[src/video_pkg.sv]
package video_pkg;

    localparam int COORD_W = 13;              // Every position field
    localparam int PCNT_W  = 6;               // Pixel divider field
    localparam int ADDR_W  = 32;
    localparam int DATA_W  = 32;

    // Register offsets on the write port
    localparam logic [ADDR_W-1:0] REG_CTRL    = 32'h0000_0000;
    localparam logic [ADDR_W-1:0] REG_H1      = 32'h0000_0028;
    localparam logic [ADDR_W-1:0] REG_H2      = 32'h0000_0030;
    localparam logic [ADDR_W-1:0] REG_V1      = 32'h0000_0038;
    localparam logic [ADDR_W-1:0] REG_V2      = 32'h0000_0040;
    localparam logic [ADDR_W-1:0] REG_BASE    = 32'h0000_0048;
    localparam logic [ADDR_W-1:0] REG_LINEINC = 32'h0000_0050;

    localparam int CTRL_EN_BIT  = 3;          // CTRL[3]
    localparam int CTRL_PCNT_LO = 4;          // CTRL[9:4]

    localparam int FIFO_DEPTH  = 16;
    localparam int FIFO_AW     = $clog2(FIFO_DEPTH);
    localparam int FREE_W      = $clog2(FIFO_DEPTH + 1);
    localparam int MEM_CREDITS = 4;
    localparam int CRED_W      = $clog2(MEM_CREDITS + 1);

    typedef struct packed {
        logic [7:0] r;                        // Word bits 23:16
        logic [7:0] g;                        // Word bits 15:8
        logic [7:0] b;                        // Word bits 7:0
    } rgb_t;

    typedef struct packed {
        logic              en;
        logic [PCNT_W-1:0] pcnt;              // Clocks per pixel minus one
    } ctrl_cfg_t;

    typedef struct packed {
        logic [COORD_W-1:0] size;             // Displayed pixels or lines
        logic [COORD_W-1:0] sync_start;
        logic [COORD_W-1:0] sync_end;         // First position after sync
        logic [COORD_W-1:0] total;
    } axis_cfg_t;

    typedef struct packed {
        logic [ADDR_W-1:0] base_address;
        logic [ADDR_W-1:0] lineinc;           // Bytes from one line to the next
    } fetch_cfg_t;

    typedef struct packed {
        logic hsync;
        logic hblank;
        logic vsync;
        logic vblank;
    } sync_t;

    // Output levels while reset or disabled
    localparam sync_t SYNC_IDLE = '{hsync: 1'b0, hblank: 1'b1, vsync: 1'b0, vblank: 1'b1};

endpackage

[src/video_regs.sv]
module video_regs (
    input  logic                           clk,
    input  logic                           reset_n,
    input  logic                           reg_wr,
    input  logic [video_pkg::ADDR_W-1:0]   reg_addr,
    input  logic [video_pkg::DATA_W-1:0]   reg_wdata,
    output video_pkg::ctrl_cfg_t           ctrl_cfg,
    output video_pkg::axis_cfg_t           h_cfg,
    output video_pkg::axis_cfg_t           v_cfg,
    output video_pkg::fetch_cfg_t          fetch_cfg
);
    import video_pkg::*;

    logic [COORD_W-1:0] lo_field;
    logic [COORD_W-1:0] hi_field;

    // H1/V1 and H2/V2 share the same two 13-bit slots
    assign lo_field = reg_wdata[COORD_W-1:0];
    assign hi_field = reg_wdata[2*COORD_W-1:COORD_W];

    always_ff @(posedge clk or negedge reset_n) begin
        if (!reset_n) begin
            ctrl_cfg  <= '0;
            h_cfg     <= '0;
            v_cfg     <= '0;
            fetch_cfg <= '0;
        end else if (reg_wr) begin
            case (reg_addr)
                REG_CTRL: begin
                    ctrl_cfg.en   <= reg_wdata[CTRL_EN_BIT];
                    ctrl_cfg.pcnt <= reg_wdata[CTRL_PCNT_LO +: PCNT_W];
                end
                REG_H1: begin
                    h_cfg.total <= lo_field;
                    h_cfg.size  <= hi_field;
                end
                REG_H2: begin
                    h_cfg.sync_end   <= lo_field;
                    h_cfg.sync_start <= hi_field;
                end
                REG_V1: begin
                    v_cfg.total <= lo_field;
                    v_cfg.size  <= hi_field;
                end
                REG_V2: begin
                    v_cfg.sync_end   <= lo_field;
                    v_cfg.sync_start <= hi_field;
                end
                REG_BASE: begin
                    fetch_cfg.base_address <= reg_wdata;
                end
                REG_LINEINC: begin
                    fetch_cfg.lineinc <= reg_wdata;
                end
                default: begin
                end                                 // Unknown offsets dropped
            endcase
        end
    end

endmodule

[src/video_timing.sv]
module video_timing (
    input  logic                           clk,
    input  logic                           reset_n,
    input  video_pkg::ctrl_cfg_t           ctrl_cfg,
    input  video_pkg::axis_cfg_t           h_cfg,
    input  video_pkg::axis_cfg_t           v_cfg,
    output logic                           pix_tick,
    output logic                           active,
    output logic                           fetch_line,
    output logic [video_pkg::COORD_W-1:0]  fetch_y,
    output video_pkg::sync_t               sync
);
    import video_pkg::*;

    logic [PCNT_W-1:0]  pdiv;                 // Clock within the pixel slot
    logic [COORD_W-1:0] hcnt;
    logic [COORD_W-1:0] vcnt;
    logic               h_last;
    logic               v_last;

    // >= keeps the counters bounded if totals shrink mid-frame
    assign pix_tick = ctrl_cfg.en && (pdiv >= ctrl_cfg.pcnt);
    assign h_last   = (hcnt >= h_cfg.total - 1'b1);
    assign v_last   = (vcnt >= v_cfg.total - 1'b1);

    assign active = ctrl_cfg.en && (hcnt < h_cfg.size) && (vcnt < v_cfg.size);

    // Next line number, also the vertical counter's next value
    assign fetch_y = v_last ? '0 : vcnt + 1'b1;

    // First blank slot of a line triggers the prefetch of the next one
    assign fetch_line = pix_tick && (hcnt == h_cfg.size) && (fetch_y < v_cfg.size);

    always_ff @(posedge clk or negedge reset_n) begin
        if (!reset_n) begin
            pdiv <= '0;
        end else if (!ctrl_cfg.en || pix_tick) begin
            pdiv <= '0;
        end else begin
            pdiv <= pdiv + 1'b1;
        end
    end

    always_ff @(posedge clk or negedge reset_n) begin
        if (!reset_n) begin
            hcnt <= '0;
            vcnt <= '0;
        end else if (!ctrl_cfg.en) begin
            hcnt <= '0;                       // Held at origin while disabled
            vcnt <= '0;
        end else if (pix_tick) begin
            if (h_last) begin
                hcnt <= '0;
                vcnt <= fetch_y;
            end else begin
                hcnt <= hcnt + 1'b1;
            end
        end
    end

    // One clock behind the counters, sampled every clock
    always_ff @(posedge clk or negedge reset_n) begin
        if (!reset_n) begin
            sync <= SYNC_IDLE;
        end else if (!ctrl_cfg.en) begin
            sync <= SYNC_IDLE;
        end else begin
            sync.hblank <= (hcnt >= h_cfg.size);
            sync.hsync  <= (hcnt >= h_cfg.sync_start) && (hcnt < h_cfg.sync_end);
            sync.vblank <= (vcnt >= v_cfg.size);
            sync.vsync  <= (vcnt >= v_cfg.sync_start) && (vcnt < v_cfg.sync_end);
        end
    end

endmodule

[src/line_fetch.sv]
module line_fetch (
    input  logic                           clk,
    input  logic                           reset_n,
    input  video_pkg::fetch_cfg_t          fetch_cfg,
    input  video_pkg::axis_cfg_t           h_cfg,
    input  logic                           fetch_line,
    input  logic [video_pkg::COORD_W-1:0]  fetch_y,
    output logic                           mem_req,
    output logic [video_pkg::ADDR_W-1:0]   mem_addr,
    input  logic                           mem_credit,
    input  logic                           mem_rsp_valid,
    input  logic [video_pkg::DATA_W-1:0]   mem_rsp_data,
    output logic                           fifo_wr,
    output video_pkg::rgb_t                fifo_wdata,
    input  logic                           fifo_pop
);
    import video_pkg::*;

    logic [COORD_W-1:0] remaining;            // Pixels still to request
    logic [ADDR_W-1:0]  next_addr;
    logic [CRED_W-1:0]  credits;
    logic [FREE_W-1:0]  free_slots;           // FIFO entries not yet claimed
    logic               issue;

    // A request needs a memory credit and a reserved FIFO slot
    assign issue = !fetch_line && (remaining != '0) && (credits != '0) &&
                   (free_slots != '0);

    always_ff @(posedge clk or negedge reset_n) begin
        if (!reset_n) begin
            mem_req    <= 1'b0;
            remaining  <= '0;
            credits    <= CRED_W'(MEM_CREDITS);
            free_slots <= FREE_W'(FIFO_DEPTH);
        end else begin
            mem_req    <= issue;
            credits    <= credits - CRED_W'(issue) + CRED_W'(mem_credit);
            free_slots <= free_slots - FREE_W'(issue) + FREE_W'(fifo_pop);
            if (fetch_line) begin
                remaining <= h_cfg.size;
            end else if (issue) begin
                remaining <= remaining - 1'b1;
            end
        end
    end

    // Line start address, then 4 bytes per pixel
    always_ff @(posedge clk) begin
        if (fetch_line) begin
            next_addr <= fetch_cfg.base_address + ADDR_W'(fetch_y) * fetch_cfg.lineinc;
        end else if (issue) begin
            next_addr <= next_addr + ADDR_W'(4);
        end
        if (issue) begin
            mem_addr <= next_addr;
        end
    end

    // Space was reserved at request time so every response is written
    assign fifo_wr    = mem_rsp_valid;
    assign fifo_wdata = '{r: mem_rsp_data[23:16],
                          g: mem_rsp_data[15:8],
                          b: mem_rsp_data[7:0]};

endmodule

[src/pixel_fifo.sv]
module pixel_fifo (
    input  logic            clk,
    input  logic            reset_n,
    input  logic            wr,
    input  video_pkg::rgb_t wdata,
    input  logic            pop,
    output video_pkg::rgb_t rdata,
    output logic            empty
);
    import video_pkg::*;

    rgb_t             mem [FIFO_DEPTH];
    logic [FIFO_AW:0] wr_ptr;                 // MSB is the wrap bit
    logic [FIFO_AW:0] rd_ptr;

    always_ff @(posedge clk or negedge reset_n) begin
        if (!reset_n) begin
            wr_ptr <= '0;
            rd_ptr <= '0;
        end else begin
            if (wr) begin
                wr_ptr <= wr_ptr + 1'b1;
            end
            if (pop && !empty) begin
                rd_ptr <= rd_ptr + 1'b1;
            end
        end
    end

    always_ff @(posedge clk) begin
        if (wr) begin
            mem[wr_ptr[FIFO_AW-1:0]] <= wdata;
        end
    end

    assign rdata = mem[rd_ptr[FIFO_AW-1:0]];  // Head, no read latency
    assign empty = (wr_ptr == rd_ptr);

endmodule

[src/pixel_output.sv]
module pixel_output (
    input  logic            clk,
    input  logic            reset_n,
    input  logic            pix_tick,
    input  logic            active,
    input  logic            fifo_empty,
    input  video_pkg::rgb_t fifo_rdata,
    output logic            pop,
    output video_pkg::rgb_t rgb
);

    // Head is the current slot's pixel, popped on the slot's last clock
    assign pop = pix_tick && active && !fifo_empty;

    // Loaded every clock like the sync outputs so both stay aligned
    always_ff @(posedge clk or negedge reset_n) begin
        if (!reset_n) begin
            rgb <= '0;
        end else if (active && !fifo_empty) begin
            rgb <= fifo_rdata;
        end else begin
            rgb <= '0;                        // Blanking or underrun
        end
    end

endmodule

[src/video_ctrl_top.sv]
module video_ctrl_top (
    input  logic                           clk,
    input  logic                           reset_n,
    input  logic                           reg_wr,
    input  logic [video_pkg::ADDR_W-1:0]   reg_addr,
    input  logic [video_pkg::DATA_W-1:0]   reg_wdata,
    output logic                           mem_req,
    output logic [video_pkg::ADDR_W-1:0]   mem_addr,
    input  logic                           mem_credit,
    input  logic                           mem_rsp_valid,
    input  logic [video_pkg::DATA_W-1:0]   mem_rsp_data,
    output video_pkg::sync_t               sync,
    output video_pkg::rgb_t                rgb
);
    import video_pkg::*;

    ctrl_cfg_t          ctrl_cfg;
    axis_cfg_t          h_cfg;
    axis_cfg_t          v_cfg;
    fetch_cfg_t         fetch_cfg;
    logic               pix_tick;
    logic               active;
    logic               fetch_line;
    logic [COORD_W-1:0] fetch_y;
    logic               fifo_wr;
    rgb_t               fifo_wdata;
    logic               fifo_pop;             // Also frees a reserved slot
    rgb_t               fifo_rdata;
    logic               fifo_empty;

    video_regs i_video_regs (
        .clk       (clk),
        .reset_n   (reset_n),
        .reg_wr    (reg_wr),
        .reg_addr  (reg_addr),
        .reg_wdata (reg_wdata),
        .ctrl_cfg  (ctrl_cfg),
        .h_cfg     (h_cfg),
        .v_cfg     (v_cfg),
        .fetch_cfg (fetch_cfg)
    );

    video_timing i_video_timing (
        .clk        (clk),
        .reset_n    (reset_n),
        .ctrl_cfg   (ctrl_cfg),
        .h_cfg      (h_cfg),
        .v_cfg      (v_cfg),
        .pix_tick   (pix_tick),
        .active     (active),
        .fetch_line (fetch_line),
        .fetch_y    (fetch_y),
        .sync       (sync)
    );

    line_fetch i_line_fetch (
        .clk           (clk),
        .reset_n       (reset_n),
        .fetch_cfg     (fetch_cfg),
        .h_cfg         (h_cfg),
        .fetch_line    (fetch_line),
        .fetch_y       (fetch_y),
        .mem_req       (mem_req),
        .mem_addr      (mem_addr),
        .mem_credit    (mem_credit),
        .mem_rsp_valid (mem_rsp_valid),
        .mem_rsp_data  (mem_rsp_data),
        .fifo_wr       (fifo_wr),
        .fifo_wdata    (fifo_wdata),
        .fifo_pop      (fifo_pop)
    );

    pixel_fifo i_pixel_fifo (
        .clk     (clk),
        .reset_n (reset_n),
        .wr      (fifo_wr),
        .wdata   (fifo_wdata),
        .pop     (fifo_pop),
        .rdata   (fifo_rdata),
        .empty   (fifo_empty)
    );

    pixel_output i_pixel_output (
        .clk        (clk),
        .reset_n    (reset_n),
        .pix_tick   (pix_tick),
        .active     (active),
        .fifo_empty (fifo_empty),
        .fifo_rdata (fifo_rdata),
        .pop        (fifo_pop),
        .rgb        (rgb)
    );

endmodule

[config.mk]
export PLATFORM = sky130hd
export DESIGN_NAME = video_ctrl_top
export DESIGN_NICKNAME = d
export VERILOG_FILES = /design/src/video_pkg.sv /design/src/video_regs.sv /design/src/video_timing.sv /design/src/line_fetch.sv /design/src/pixel_fifo.sv /design/src/pixel_output.sv /design/src/video_ctrl_top.sv
export SDC_FILE = /design/constraint.sdc
export NUM_CORES = 2
export LEC_CHECK = 0
export BUFFER_PORTS_ARGS = -buffer_cell sky130_fd_sc_hd__buf_2
export CELL_PAD_IN_SITES_DETAIL_PLACEMENT = 1
export CELL_PAD_IN_SITES_GLOBAL_PLACEMENT = 2
export CORE_UTILIZATION = 45
export CTS_BUF_LIST = sky130_fd_sc_hd__clkbuf_16
export CTS_CLUSTER_DIAMETER = 80
export DETAILED_ROUTE_END_ITERATION = 6
export PLACE_DENSITY_LB_ADDON = 0.1
export SLEW_MARGIN = 20
export SYNTH_ARGS = -nofsm -noshare
export SYNTH_HDL_FRONTEND = slang
export SYNTH_HIERARCHICAL = 1
export SYNTH_SLANG_ARGS = --single-unit
[constraint.sdc]
create_clock -name clk -period 10.59 [get_ports clk]
set_clock_uncertainty 0.1 [all_clocks]
set_input_delay 1.5885 -clock clk [delete_from_list [all_inputs] [get_ports clk]]
set_output_delay 1.5885 -clock clk [all_outputs]
set_load 0.005 [all_outputs]
After elaboration in Yosys (flattened, before gate mapping)
Memory sizes are Yosys's and may differ from the RTL's.
Index checks and enable logic that the tools add are counted.

storage, ports and cells
  register bits = 331
  latch bits = 0
  RAM bits = 384
  ROM bits = 0
  output and inout port bits = 61
  memories = 1

cells by class
  add/subtract/negate cells = 14
  multipliers = 1
  div/mod/pow operators = 0
  $lt $le $gt $ge = 12
  eq/ne operators = 10
  shift operators = 0
  muxes and demuxes = 16
  bitwise gates (word level) = 0
  reductions and logical operators = 31

memories
  name              depth  bits a word  rd ports  clocked after Yosys merged registers in  wr ports  RTL line          RTL
  i_pixel_fifo.mem  16     24           1         0                                        1         pixel_fifo.sv:12  rgb_t mem [FIFO_DEPTH];

operators by type and width
  operator                                                               count
  13-bit two-way mux                                                     9
  32-bit by 6-bit == test with 1-bit output (second input constant)      3
  32-bit by 7-bit == test with 1-bit output (second input constant)      3
  13-bit greater-or-equal comparator                                     6
  13-bit less-than comparator                                            5
  32-bit two-way mux                                                     2
  13-bit by 1-bit subtractor with 13-bit output (second input constant)  3
  32-bit by 3-bit adder with 32-bit output (second input constant)       1
  32-bit adder                                                           1
  32-bit logical NOT                                                     1
  13-bit by 32-bit multiplier with 32-bit output                         1
  13-bit by 1-bit adder with 13-bit output (second input constant)       2
  24-bit two-way mux                                                     1
  2-bit AND reduction                                                    8
  1-bit logical AND                                                      14
  13-bit == test                                                         1
  13-bit nonzero test                                                    1
  5-bit by 1-bit adder with 5-bit output (second input constant)         2
  6-bit by 1-bit adder with 6-bit output (second input constant)         1
  6-bit greater-or-equal comparator                                      1
  6-bit two-way mux                                                      1
  5-bit by 1-bit adder with 5-bit output                                 1
  5-bit == test                                                          1
  5-bit nonzero test                                                     1
  other kinds (10)                                                       14

Longest topological paths before layout
  depth in word-level cells = 11
  mapped depth = 37
  gate-level depth less buffers = 35

Modules after synthesis
The synthesis kept the hierarchy.

modules (own cells, without submodules)
  module        times used  cells an instance  area each (sq um)
  pixel_fifo    1           666                15,046.9
  line_fetch    1           1,618              15,019.4
  video_regs    1           393                6,814.0
  video_timing  1           616                5,016.1
  pixel_output  1           53                 858.3

Worst setup path before layout
Ideal clock, no wire load.

  path kind = register -> register
  start = register i_video_regs/v_cfg[0] (netlist name)
  end = register i_line_fetch.next_addr[28], data pin
  setup time = 0.255 ns
  arrival = 8.490 ns
  required time = 10.235 ns
  setup slack = 1.745 ns
  cell stages (with the launch flop) = 35
  path buffers = 4
  period minus slack after synthesis = 8.845 ns
  path through = dfrtp_1 -> inv_1 -> ha_1 -> nand2b_1 -> or4_1 -> nor4_1 -> xnor2_1 -> ha_1 -> and4_1 -> a221o_1 -> a21o_4 -> buf_2 -> nor2_1 -> clkbuf_1 -> clkbuf_1 -> nand2_1 -> fa_1 -> fa_1 -> inv_1 -> fa_1 -> fa_1 -> fa_1 -> inv_1 -> fa_1 -> inv_1 -> ha_1 -> clkbuf_1 -> a21oi_1 -> o21a_1 -> o211ai_1 -> a211oi_1 -> a21oi_1 -> o21a_1 -> or3_1 -> a31o_1

on the way
  longest elaborated chain between the ends = 6
  elaborated cells between the ends (all ways) = 8
  classes of those cells = add/sub (2); mul (1); order compare (2); mux (2); reduce/logical (1)

ends and longest elaborated chain
  element                                                                                               RTL line                              RTL
  13-bit by 1-bit subtractor with 13-bit output *                                                       video_timing.sv:24                    assign v_last = (vcnt >= v_cfg.total - 1'b1);
  13-bit greater-or-equal comparator *                                                                  video_timing.sv:24
  13-bit two-way mux *                                                                                  video_timing.sv:29                    assign fetch_y = v_last ? '0 : vcnt + 1'b1;
  net fetch_y[6]                                                                                        video_ctrl_top.sv:24                  logic [COORD_W-1:0] fetch_y;
  13-bit by 32-bit multiplier with 32-bit output / 13-bit less-than comparator (equally long branches)  line_fetch.sv:50, video_timing.sv:32
  32-bit adder / 1-bit logical AND (equally long branches)                                              line_fetch.sv:50, video_timing.sv:32
  32-bit two-way mux *                                                                                  line_fetch.sv:49                      if (fetch_line) begin
  to (signal assigned)                                                                                  line_fetch.sv:50                      next_addr <= fetch_cfg.base_address + ADDR_W'(fetch_y) * fetch_cfg.lineinc;
  to (signal assigned)                                                                                  line_fetch.sv:52                      next_addr <= next_addr + ADDR_W'(4);
  to (decl)                                                                                             line_fetch.sv:20                      logic [ADDR_W-1:0] next_addr;

Mark *: on every way through the listed nets, which the timed path passes. The rest lies on a longest branch.
A chain may end at the register's enable or synchronous reset.

Worst setup path in the final report
  start = register i_video_regs/v_cfg[1] (netlist name)
  end = register i_line_fetch.next_addr[31], data pin

on the way
  longest elaborated chain between the ends = 6
  elaborated cells between the ends (all ways) = 8
  classes of those cells = add/sub (2); mul (1); order compare (2); mux (2); reduce/logical (1)

ends and longest elaborated chain
  element                                                                                               RTL line
  13-bit by 1-bit subtractor with 13-bit output *                                                       video_timing.sv:24
  13-bit greater-or-equal comparator *                                                                  video_timing.sv:24
  13-bit two-way mux *                                                                                  video_timing.sv:29
  net fetch_y[3]                                                                                        video_ctrl_top.sv:24
  13-bit by 32-bit multiplier with 32-bit output / 13-bit less-than comparator (equally long branches)  line_fetch.sv:50, video_timing.sv:32
  32-bit adder / 1-bit logical AND (equally long branches)                                              line_fetch.sv:50, video_timing.sv:32
  32-bit two-way mux *                                                                                  line_fetch.sv:49

Marks and branches as above.

==> flow_summary.json <==
{
  "status": "finished, final reports clean",
  "layout.nets": 4058,
  "max_freq_mhz": 100,
  "place_congestion": 0.854,
  "grt_overflow": 0,
  "drt_iter0_markers": 1414,
  "dieWidth_um": 310,
  "hold_buffers": 0,
  "switchingPower_uw": 1500,
  "pwr-share-clk_pct": 43.3,
  "coreArea_sq_um": 93700,
  "critical_path.max_stage_delay_ns": 0.63,
  "grt_pass1_wl_um": 181000,
  "startpoint_type": "flip-flop",
  "clk_latency_ns": 0.65,
  "slew_headroom_pct": 28.0,
  "power_density_nw_per_um2": 134,
  "viasPerCell": 5.47,
  "drtAntennaViolNets": 0,
  "ys_top_cells_by_area": "edfxtp_1 (31%), dfrtp_1 (15%), fa_1 (13%), ha_1 (5.8%), mux4_2 (5.1%)",
  "mappedNetlistArea_sq_um": 42800,
  "antenna_found_initial": 10,
  "crit_end": "i_line_fetch/next_addr[31]",
  "setup.worst_path.start": "i_video_regs/v_cfg[1]",
  "drive_gt1_share_pct": 18.3,
  "synth-seq-cells": 715,
  "ys_types": 93,
  "ioPinCount": 162,
  "worstPathArrival_ns": 10.25,
  "synth_warnings": 6,
  "grt_max_degree": 85,
  "p_seq_share_pct": 50.5,
  "required_ns": 10.86,
  "r2r_end": "i_line_fetch/next_addr[31]",
  "dp_cells": 4644,
  "combPwrFrac_pct": 6.2,
  "switching_share_pct": 23.7,
  "cts_root_buffer": "clkbuf_16",
  "grt_use_total_pct": 25.4,
  "firstDrtPassIters": 5,
  "first_global_vias": 29300,
  "setup_viol": 0,
  "post_cts_buffers": 0,
  "cp_max_fo": 23,
  "synthCells": 3346,
  "clock_path_buffers": 3,
  "syn_area_per_cell_sq_um": 12.8,
  "place.port_buffers": 153,
  "ir_worst_vdd_v": 0.000144,
  "r2r.worst_path.cells": 33,
  "critPathMostFrequentCell": "fa_1",
  "maxSlewViolCount": 0,
  "reg2reg_setup_slack_ns": 0.61,
  "finalSetupTns_ns": 0,
  "cts_resized": 0,
  "wirelength_um": 118000,
  "power.total_uw": 6330,
  "critPathSlowestCell": "inv_1",
  "yosys.area.top_type": "edfxtp_1",
  "final_hold_viol_count": 0,
  "cts_buffers": 82,
  "cp-end-kind": "flip-flop",
  "p_leak_uw": 0.0201,
  "min_path_type": "reg2reg",
  "clk_pin_slew_worst_paths_ns": 0.06,
  "wl_per_cell_um": 24.6,
  "cts_sinks": 715,
  "cts_max_level": 3,
  "critical_path_class": "reg2reg",
  "r2r-start": "i_video_regs/v_cfg[1]",
  "post_layout_nonfiller_instances": 4796,
  "synth_top_area_share_pct": 31.5,
  "start_util_pct": 45.6,
  "cts_tree": "done",
  "yosys-top-cells-count": "inv_1 (451), edfxtp_1 (448), fa_1 (286)",
  "p_int_uw": 4830,
  "timing.final.ws_setup_ns": 0.606,
  "route.vias.total": 26300,
  "hpwlAfterDp_um": 81400,
  "syn_nets": 3930,
  "finalCritPeriodShare_pct": 94.3,
  "cap_violations": 0,
  "rows": 112,
  "dp_slack_ns": 0.533,
  "seq_area_frac_synth_pct": 47.1,
  "remaining_drc_errors": 0,
  "synth_edf_count": 448,
  "syn_to_final_growth_pct": 10.7,
  "rsz0062_at_grt": "no",
  "period_minus_slack_ns": 9.98,
  "die_h_um": 310,
  "yosysMostFrequentCell": "inv_1",
  "synth_ff_type": "edfxtp_1",
  "die_area_sq_um": 96200,
  "synthArstFlopShare_pct": 37.3,
  "tightestPinTransition_ns": 1.08
}
==> metal layers <==
metal	wire (um)	share of wire [%]	global-route usage [%]
met4	4990	4.2	10.9
met5	17	0.014	0
met1	48800	41	31.9
met3	4490	3.8	3.35
met2	59700	51	44.0
==> worst max-delay path: cells and delay by family, from the launching register on <==
family	cells	cell delay, ns
muxes	1	0.13
AOI/OAI and AO/OA	5	1.13
xor gates and xnor gates	2	0.39
and+or+nand+nor	11	2.41
adders and majority gates	8	3.85
DFF	1	0.40
buffers and inverters	6	1.29
==> area by class of cell <==
class	instances	area, sq um
clock inverter	64	518
sequential	715	20100
antenna	5	12.5
inverter	451	1690
timing repair buffer	200	1150
multi-input combinational	2024	20100
clock buffer	83	2080
fill	9478	46400
tap	1254	1570
==> state kept, by name, summed over array words and instances, names as in the netlist, 6 cells and up <==
signal / cells
i_video_regs/ctrl_cfg: 7
i_line_fetch/next_addr: 32
i_video_timing/hcnt: 13
i_video_regs/v_cfg: 52
i_video_regs/h_cfg: 52
i_video_timing/pdiv: 6
i_video_regs/fetch_cfg: 64
i_video_timing/vcnt: 13
i_pixel_output/rgb: 24
i_line_fetch/mem_addr: 32
i_pixel_fifo/mem: 384
i_line_fetch/remaining: 13
==> placed cells by master, fill, tap and decap left out, types with 21 or more instances in the layout <==
cell type / n
o21ai_0: 54
mux2_2: 148
nand2_1: 278
dfrtp_1: 260
buf_4: 45
a21o_1: 23
fa_1: 286
and3b_1: 21
edfxtp_1: 448
nor2_1: 99
ha_1: 197
buf_2: 152
clkinv_1: 24
o21ai_1: 25
inv_1: 462
xor2_1: 47
mux4_2: 96
and2_1: 162
nand3_1: 35
nand2b_1: 30
clkbuf_16: 83
xnor2_1: 96
o22ai_1: 49
a21oi_1: 67
==> power by group through the flow <==
stage	Sequential, uW	Combinational, uW	Clock [uW]
final	3200	394	2740
after CTS	3200	403	2810
after global routing	3210	423	2900
after floorplan	3220	210	0
after detailed placement	3250	401	0
after global placement	3240	387	0
==> cell families (layout without fill, tap and decap cells) <==
group,after synthesis,after routing,share of synthesized area (%)
XOR/XNOR,143,143,2.93
buffers and inverters,607,798,6.03
other,0,5,0
AND/OR/NAND/NOR,793,793,9.76
adder cells (fa/ha/maj),483,483,19.2
AO/OA/AOI/OAI,328,328,5.04
multiplexers,277,277,9.99
flip-flops,715,715,47.1
==> worst min-delay path by stage <==
stage	from	to	slack, ns	depth (start not counted)
2_1_floorplan	i_line_fetch/next_addr[0]	i_line_fetch/mem_addr[0]	0.30	0
3_3_place_gp	i_line_fetch/next_addr[1]	i_line_fetch/mem_addr[1]	0.32	0
3_5_place_dp	i_line_fetch/next_addr[1]	i_line_fetch/mem_addr[1]	0.31	0
4_1_cts	i_line_fetch/next_addr[1]	i_line_fetch/mem_addr[1]	0.33	0
5_1_grt	i_line_fetch/next_addr[0]	i_line_fetch/mem_addr[0]	0.34	0
6_report	i_line_fetch/next_addr[1]	i_line_fetch/mem_addr[1]	0.32	0
==> metrics by stage <==
stage | cell area [sq um] | hold slack [ns] | util (%)
final | 47300 | 0.320 | 50.5
after global routing | 47300 | 0.336 | 50.5
after CTS | 47300 | 0.328 | 50.5
after detailed placement | 44700 | 0.311 | 47.7
after global placement | 44700 | 0.317 | 47.7
after floorplan | 42800 | 0.300 | -
Note: power is estimated with default switching activity, not from simulation.
